**config.mk**
```make
export PLATFORM = sky130hd
export DESIGN_NAME = singleCycleCpu
export DESIGN_NICKNAME = d
export VERILOG_FILES = /design/src/cpuTypesPkg.sv /design/src/controlUnit.sv /design/src/registerFile.sv /design/src/alu.sv /design/src/singleCycleCpu.sv
export SDC_FILE = /design/constraint.sdc
export NUM_CORES = 2
export LEC_CHECK = 0
export ABC_AREA = 1
export BUFFER_PORTS_ARGS = -buffer_cell sky130_fd_sc_hd__buf_2
export CELL_PAD_IN_SITES_DETAIL_PLACEMENT = 0
export CELL_PAD_IN_SITES_GLOBAL_PLACEMENT = 1
export CORE_ASPECT_RATIO = 0.5
export CORE_UTILIZATION = 46
export CTS_CLUSTER_DIAMETER = 40
export DETAILED_ROUTE_END_ITERATION = 12
export MAX_ROUTING_LAYER = met4
export PLACE_DENSITY_LB_ADDON = 0.25
export SLEW_MARGIN = 15
export SYNTH_ARGS = -nofsm -noshare
export SYNTH_HDL_FRONTEND = slang
export SYNTH_SLANG_ARGS = --single-unit
```
**constraint.sdc**
```tcl
create_clock -name CLK -period 6.35 [get_ports CLK]
set_clock_uncertainty 0.05 [all_clocks]
set_input_delay 0.3175 -clock CLK [delete_from_list [all_inputs] [get_ports CLK]]
set_output_delay 0.3175 -clock CLK [all_outputs]
set_load 0.005 [all_outputs]
```
**src/cpuTypesPkg.sv**
```systemverilog
/*
  CPU types package
  Word and field types, opcode and ALU encodings, decoder control struct
*/
`default_nettype none

package cpuTypesPkg;

  localparam int WORD_WIDTH = 32;
  localparam int REG_COUNT  = 32;

  typedef logic [WORD_WIDTH-1:0] word_t;
  typedef logic [4:0]            regIdx_t;

  localparam word_t RESET_PC = '0; // First fetch address

  // Primary opcodes in bits 31:26
  typedef enum logic [5:0] {
    RTYPE = 6'b000000,
    J     = 6'b000010,
    JAL   = 6'b000011,
    BEQ   = 6'b000100,
    BNE   = 6'b000101,
    ADDI  = 6'b001000,
    ADDIU = 6'b001001,
    SLTI  = 6'b001010,
    SLTIU = 6'b001011,
    ANDI  = 6'b001100,
    ORI   = 6'b001101,
    XORI  = 6'b001110,
    LUI   = 6'b001111,
    LW    = 6'b100011,
    SW    = 6'b101011,
    HALT  = 6'b111111
  } opcode_t;

  // R-type function codes in bits 5:0
  typedef enum logic [5:0] {
    SLL  = 6'b000000,
    SRL  = 6'b000010,
    JR   = 6'b001000,
    ADD  = 6'b100000,
    ADDU = 6'b100001,
    SUB  = 6'b100010,
    SUBU = 6'b100011,
    AND  = 6'b100100,
    OR   = 6'b100101,
    XOR  = 6'b100110,
    NOR  = 6'b100111,
    SLT  = 6'b101010,
    SLTU = 6'b101011
  } funct_t;

  typedef enum logic [3:0] {
    ALU_SLL  = 4'd0,
    ALU_SRL  = 4'd1,
    ALU_ADD  = 4'd2,
    ALU_SUB  = 4'd3,
    ALU_AND  = 4'd4,
    ALU_OR   = 4'd5,
    ALU_XOR  = 4'd6,
    ALU_NOR  = 4'd7,
    ALU_SLT  = 4'd8,
    ALU_SLTU = 4'd9
  } aluOp_t;

  typedef struct packed {
    opcode_t    opcode;
    regIdx_t    rs;
    regIdx_t    rt;
    regIdx_t    rd;
    logic [4:0] shamt;
    funct_t     funct;
  } rType_t;

  typedef struct packed {
    opcode_t     opcode;
    regIdx_t     rs;
    regIdx_t     rt;
    logic [15:0] imm;
  } iType_t;

  typedef struct packed {
    opcode_t     opcode;
    logic [25:0] addr; // Word target
  } jType_t;

  typedef struct packed {
    logic   regDst;   // Write rd instead of rt
    logic   regWen;
    logic   aluSrc;   // Immediate as operand B
    logic   memToReg;
    logic   dRen;
    logic   dWen;
    logic   branch;
    logic   bne;
    logic   jmp;
    logic   jl;       // Link into r31
    logic   jmpReg;
    logic   shiftSel; // rt as operand A
    logic   zeroExt;
    logic   lui;
    logic   halt;
    aluOp_t aluOp;
  } ctrl_t;

endpackage

`default_nettype wire

```
**src/controlUnit.sv**
```systemverilog
/*
  Control unit
  Combinational decode of one instruction word into the control struct
*/
`timescale 1ns/10ps
`default_nettype none

module controlUnit import cpuTypesPkg::*; (
  input  word_t instr,
  output ctrl_t ctrl
);

  rType_t rFields;

  assign rFields = instr;

  always_comb begin
    ctrl = '0;

    if (rFields.opcode == RTYPE) begin
      ctrl.regDst = 1'b1;
      ctrl.regWen = 1'b1;
      ctrl.aluOp  = ALU_ADD;

      case (rFields.funct)
        SLL: begin
          ctrl.aluOp    = ALU_SLL;
          ctrl.shiftSel = 1'b1;
        end
        SRL: begin
          ctrl.aluOp    = ALU_SRL;
          ctrl.shiftSel = 1'b1;
        end
        JR: begin
          ctrl.regWen = 1'b0; // Nothing written back
          ctrl.jmpReg = 1'b1;
        end
        ADD, ADDU: begin
          ctrl.aluOp = ALU_ADD; // Same op because overflow is not trapped
        end
        SUB, SUBU: begin
          ctrl.aluOp = ALU_SUB;
        end
        AND: begin
          ctrl.aluOp = ALU_AND;
        end
        OR: begin
          ctrl.aluOp = ALU_OR;
        end
        XOR: begin
          ctrl.aluOp = ALU_XOR;
        end
        NOR: begin
          ctrl.aluOp = ALU_NOR;
        end
        SLT: begin
          ctrl.aluOp = ALU_SLT;
        end
        SLTU: begin
          ctrl.aluOp = ALU_SLTU;
        end
        default: begin
          ctrl.aluOp = ALU_ADD;
        end
      endcase
    end else begin
      // I and J type start out as ADDI
      ctrl.regWen = 1'b1;
      ctrl.aluSrc = 1'b1;
      ctrl.aluOp  = ALU_ADD;

      case (rFields.opcode)
        ANDI: begin
          ctrl.aluOp   = ALU_AND;
          ctrl.zeroExt = 1'b1;
        end
        ORI: begin
          ctrl.aluOp   = ALU_OR;
          ctrl.zeroExt = 1'b1;
        end
        XORI: begin
          ctrl.aluOp   = ALU_XOR;
          ctrl.zeroExt = 1'b1;
        end
        SLTI: begin
          ctrl.aluOp = ALU_SLT;
        end
        SLTIU: begin
          ctrl.aluOp = ALU_SLTU; // Sign-extended immediate compared unsigned
        end
        LUI: begin
          ctrl.lui = 1'b1;
        end
        LW: begin
          ctrl.memToReg = 1'b1;
          ctrl.dRen     = 1'b1;
        end
        SW: begin
          ctrl.regWen = 1'b0;
          ctrl.dWen   = 1'b1;
        end
        BEQ, BNE: begin
          ctrl.branch = 1'b1;
          ctrl.regWen = 1'b0;
          ctrl.aluSrc = 1'b0; // Compare rs against rt
          ctrl.aluOp  = ALU_SUB;
          ctrl.bne    = (rFields.opcode == BNE);
        end
        J: begin
          ctrl.regWen = 1'b0;
          ctrl.jmp    = 1'b1;
        end
        JAL: begin
          ctrl.jmp = 1'b1;
          ctrl.jl  = 1'b1;
        end
        HALT: begin
          ctrl.regWen = 1'b0;
          ctrl.halt   = 1'b1;
        end
        default: begin
          ctrl.aluOp = ALU_ADD; // ADDI, ADDIU and unknown opcodes
        end
      endcase
    end
  end

endmodule

`default_nettype wire

```
**src/registerFile.sv**
```systemverilog
/*
  Register file
  32 words, two combinational reads, one write per clock, r0 tied to zero
*/
`timescale 1ns/10ps
`default_nettype none

module registerFile import cpuTypesPkg::*; (
  input  logic    CLK,
  input  logic    arstN,
  input  regIdx_t rsIdx,
  input  regIdx_t rtIdx,
  input  regIdx_t wIdx,
  input  logic    wen,
  input  word_t   wData,
  output word_t   rsData,
  output word_t   rtData
);

  word_t regs [REG_COUNT];

  always_ff @(posedge CLK or negedge arstN) begin
    if (!arstN) begin
      regs <= '{default: '0};
    end else if (wen && (wIdx != '0)) begin // r0 never written
      regs[wIdx] <= wData;
    end
  end

  // Combinational reads of the current contents
  assign rsData = (rsIdx == '0) ? '0 : regs[rsIdx];
  assign rtData = (rtIdx == '0) ? '0 : regs[rtIdx];

endmodule

`default_nettype wire

```
**src/alu.sv**
```systemverilog
/*
  ALU
  Add, subtract, logic, set-less-than and logical shifts, with zero flag
*/
`timescale 1ns/10ps
`default_nettype none

module alu import cpuTypesPkg::*; (
  input  word_t      opA,
  input  word_t      opB,
  input  logic [4:0] shamt,
  input  aluOp_t     op,
  output word_t      result,
  output logic       zero
);

  always_comb begin
    case (op)
      ALU_SLL: begin
        result = opA << shamt;
      end
      ALU_SRL: begin
        result = opA >> shamt; // Logical shift with zero fill
      end
      ALU_ADD: begin
        result = opA + opB;
      end
      ALU_SUB: begin
        result = opA - opB;
      end
      ALU_AND: begin
        result = opA & opB;
      end
      ALU_OR: begin
        result = opA | opB;
      end
      ALU_XOR: begin
        result = opA ^ opB;
      end
      ALU_NOR: begin
        result = ~(opA | opB);
      end
      ALU_SLT: begin
        result = word_t'($signed(opA) < $signed(opB));
      end
      ALU_SLTU: begin
        result = word_t'(opA < opB);
      end
      default: begin
        result = '0;
      end
    endcase
  end

  assign zero = (result == '0); // Branch compare uses SUB

endmodule

`default_nettype wire

```
**src/singleCycleCpu.sv**
```systemverilog
/*
  Single-cycle MIPS core
  PC, halt flag, immediate extension, write-back and next-PC selection
*/
`timescale 1ns/10ps
`default_nettype none

module singleCycleCpu import cpuTypesPkg::*; (
  input  logic  CLK,
  input  logic  arstN,
  input  word_t iData,
  input  word_t dRdata,
  output word_t iAddr,
  output word_t dAddr,
  output word_t dWdata,
  output logic  dRen,
  output logic  dWen,
  output logic  halt
);

  ctrl_t   ctrl;
  rType_t  rFields;
  iType_t  iFields;
  jType_t  jFields;

  word_t   pc;
  word_t   pcNext;
  word_t   pcPlus4;
  word_t   branchTarget;
  word_t   jumpTarget;
  word_t   immExt;
  word_t   rsData;
  word_t   rtData;
  word_t   aluA;
  word_t   aluB;
  word_t   aluResult;
  word_t   wData;
  regIdx_t wIdx;
  logic    aluZero;
  logic    branchTaken;
  logic    haltReg;

  // Field views of the fetched word
  assign rFields = iData;
  assign iFields = iData;
  assign jFields = iData;

  controlUnit u0 (
    .instr (iData),
    .ctrl  (ctrl)
  );

  assign immExt = ctrl.zeroExt ? {16'b0, iFields.imm} : {{16{iFields.imm[15]}}, iFields.imm};

  assign wIdx = ctrl.regDst ? rFields.rd :
                ctrl.jl     ? regIdx_t'(5'd31) :
                              iFields.rt;

  assign wData = ctrl.jl       ? pcPlus4 :
                 ctrl.lui      ? {iFields.imm, 16'b0} :
                 ctrl.memToReg ? dRdata :
                                 aluResult;

  registerFile u1 (
    .CLK    (CLK),
    .arstN  (arstN),
    .rsIdx  (iFields.rs),
    .rtIdx  (iFields.rt),
    .wIdx   (wIdx),
    .wen    (ctrl.regWen & ~haltReg),
    .wData  (wData),
    .rsData (rsData),
    .rtData (rtData)
  );

  assign aluA = ctrl.shiftSel ? rtData : rsData; // Shifts act on rt
  assign aluB = ctrl.aluSrc ? immExt : rtData;

  alu u2 (
    .opA    (aluA),
    .opB    (aluB),
    .shamt  (rFields.shamt),
    .op     (ctrl.aluOp),
    .result (aluResult),
    .zero   (aluZero)
  );

  assign pcPlus4      = pc + 32'd4;
  assign branchTarget = pcPlus4 + {{14{iFields.imm[15]}}, iFields.imm, 2'b00};
  assign jumpTarget   = {pc[WORD_WIDTH-1 -: 4], jFields.addr, 2'b00};
  assign branchTaken  = ctrl.branch & (aluZero ^ ctrl.bne);

  always_comb begin
    if (haltReg || ctrl.halt) begin
      pcNext = pc; // Hold on the HALT word
    end else if (ctrl.jmpReg) begin
      pcNext = rsData;
    end else if (ctrl.jmp) begin
      pcNext = jumpTarget;
    end else if (branchTaken) begin
      pcNext = branchTarget;
    end else begin
      pcNext = pcPlus4;
    end
  end

  always_ff @(posedge CLK or negedge arstN) begin
    if (!arstN) begin
      pc      <= RESET_PC;
      haltReg <= 1'b0;
    end else begin
      pc <= pcNext;
      if (ctrl.halt) begin
        haltReg <= 1'b1; // Sticky until reset
      end
    end
  end

  assign iAddr  = pc;
  assign dAddr  = aluResult;
  assign dWdata = rtData;
  assign dRen   = ctrl.dRen;
  assign dWen   = ctrl.dWen & ~haltReg;
  assign halt   = haltReg;

endmodule

`default_nettype wire

```
==> results by group <==
Outcome
  – Status: finished, final reports clean

Min path
  – Worst Hold Class: primary input to flop
  – Worst hold stages: 3

Critical path
  – CP Depth: 31
  – CP Max Fanout: 3
  – Cells on worst reg2reg path: 39
  – Critical Path End Type: output pin
  – Worst Setup EP: dAddr[8]
  – CP max stage cell: fa_1
  – Crit path buf inv count: 11
  – Critical Path AT: 5.76 ns
  – RR Endpoint: iAddr[10]
  – Cell family with most CP delay: simple AND/OR/NAND/NOR gates
  – Worst r2r src: u1.regs[704]
  – Required time of the critical path: 5.98 ns
  – Critical path launch point type: flop
  – Critical path type: flop to output pin
  – Crit. Startpoint: u1.regs[704]
  – Worst reg-to-reg setup slack: 0.36 ns
  – Crit-path max cell delay: 0.48 ns

Synthesis
  – Synthesized cell area: 74,200 µm²
  – Share of the synthesized area in the top cell type: 0.357
  – Synth Flop Type: dfrtp_1
  – Yosys Warn Count: 0
  – Post-synthesis sequential area ratio: 0.357
  – Post-synth EDFFs: 0
  – Syn Inst Count: 11,598
  – Synth Area per Inst: 6.40 µm²
  – Largest cells by area after synthesis: dfrtp_1, nand2_1, nand3_1
  – Flops & latches, synth: 1,057
  – Yosys cell types: 58
  – Ys async rst share: 1.00
  – Post-Syn Nets: 11,804
  – Synth area leader: dfrtp_1

Timing
  – Final setup vio count: 0
  – Worst hold margin: 0.0501 ns
  – Final Hold Vio Count: 0
  – Slack of the critical path: 0.225 ns
  – Slew Viols, Final: 0
  – Slew @ Worst Pin: 1.17 ns
  – Min Tclk post-route: 6.13 ns
  – F_max: 163 MHz
  – Setup TNS Final: 0 ns
  – Tcrit/Tclk final: 0.965
  – RSZ-0062 raised after global routing: false
  – Slew HR: 0.223

Cells and area
  – Area Overhead vs Synth: 20.4%
  – Nets: 12,308
  – Non-Filler Instances: 14,373
  – Most frequent cells in the layout: nand2_1, nand3_1, o21ai_0, dfrtp_1, buf_4
  – Final core utilization: 0.562
  – Commonest non-fill, non-tap cell in the layout: nand2_1
  – Share of cells above drive strength 1: 0.136

Drt
  – DRT antenna net count: 0
  – Total Wirelength: 372 mm
  – Vias: 85,387
  – Remaining DRCs: 0
  – WL/cell: 25.9 µm
  – Vias/cell: 5.94
  – 1st-pass router iterations: 7
  – DRT iter0 DRCs: 12,898

Die
  – Die X: 570 µm
  – Die footprint: 163,000 µm²
  – I/O pins: 165
  – CORE AREA: 159,000 µm²
  – Row count: 103
  – Height of the die: 286 µm
  – Initial core utilization: 0.467

Placed design
  – Dpl ws: -0.319 ns
  – Port Buf Inserts: 164
  – RePlAce Congestion: 1.09
  – Placed Instances: 14,102
  – Detail Placement HPWL: 261 mm

Pwr
  – PD cells: 369 nW/µm²
  – Maximum vdd ir drop: 0.219 mV
  – Leakage: 44.6 nW

CTS
  – Clk root buf: clkbuf_16
  – CTS tree: yes
  – Skew-Pair Late Insertion Delay: 0.81 ns
  – Total clock sinks: 1,057
  – Total CTS buffers: 142
  – Clock buffer depth: 4
  – Htree depth: 4
  – Clock transition at the registers of the reported paths: 0.06 ns

Global route
  – Largest net degree at the start of global routing: 151
  – Gr usage total: 0.460
  – First-pass GRT wire length: 538 mm
  – Antenna violations before repair: 9
  – Grt ovf: 0
  – Vias in the first global route: 78,250

Run
  – Max_cap viols: 0
[final cells by class]
type | count | area [µm²]
well taps | 2152 | 2690
multi-input cells | 8832 | 40900
inverters | 804 | 3060
flip-flops and latches | 1057 | 26500
repair buffers | 1265 | 11400
clock inverters | 73 | 898
clock buffers | 173 | 3830
fillers | 15718 | 69600
diodes | 17 | 42.5
[timing repair]
item / in CTS / in global routing
pin swaps: 0 / 2
endpoints found under the hold margin: 79 / 0
setup endpoints to repair: 1 / 122
setup buffers: 0 / 1
gates resized for setup: 1 / 46
hold buffers: 6 / 0
[worst min-delay path by stage]
stage	startpoint	endpoint	slack [ns]
CTS	iData[1]	iAddr[3]	0.02
global route	iData[11]	iAddr[13]	0.06
finish	iData[1]	iAddr[3]	0.05
detailed placement	u1.regs[1009]	u1.regs[1009]	0.34
floorplan	arstN	halt	-0.03
global placement	u1.regs[998]	u1.regs[998]	0.33
[routing by layer]
metal,GRT usage,up-vias,part of all wire
met2,0.636,5387,0.41
li1,-,38625,-
met5,-,-,0
met3,0.147,1031,0.13
met1,0.605,40344,0.40
met4,0.217,0,0.056
[kinds of logic after synthesis]
family,after synthesis,share of synthesized area
buf+inv,1709,0.0997
flops,1057,0.357
simple gates,6828,0.383
fa+ha+maj,140,0.0239
compound gates,1794,0.129
mux,1,0.000135
xor+xnor,69,0.00815
[state kept, by name, summed over array words and instances (netlist names)]
| name | cells |
|---|---|
| halt | 1 |
| u1.regs | 1024 |
| iAddr | 32 |
[cell usage after synthesis (all sizes together) (2+ instances only)]
cell type / n
o211ai: 134
o22ai: 42
a31oi: 12
a21o: 6
xor2: 57
nor3: 45
clkinv: 8
dfrtp: 1057
nor2: 658
and3: 7
nand3: 1770
ha: 137
a21boi: 9
a211oi: 3
a21oi: 328
nand3b: 2
buf: 447
clkbuf: 458
or2: 6
and2: 3
nand2: 4220
nor4: 13
o21bai: 8
o221ai: 16
fa: 3
a221oi: 4
inv: 796
o31ai: 2
o21ai: 1219
xnor2: 12
a22oi: 5
nand4: 104
[power by group]
group | switching (mW) | internal [mW]
Clock | 3.39 | 4.95
Sequential | 1.99 | 9.25
Combinational | 8.48 | 4.85
Total | 13.9 | 19.1
[stage by stage]
step	total power [mW]	area [µm²]
2_1_floorplan	17.9	74200
3_3_place_gp	23.9	84300
3_5_place_dp	24.1	84300
4_1_cts	32.4	89100
5_1_grt	34.6	89300
6_report	32.9	89300
[worst register-to-register path, delay by kind of cell, from the launching register on]
kind | cells | cell delay, ns
simple gates | 23 | 2.79
xor+xnor | 1 | 0.17
buf+inv | 8 | 1.13
compound gates | 5 | 0.70
fa+ha+maj | 2 | 0.63
flops | 1 | 0.33
Power figures use the tool's default switching activity.
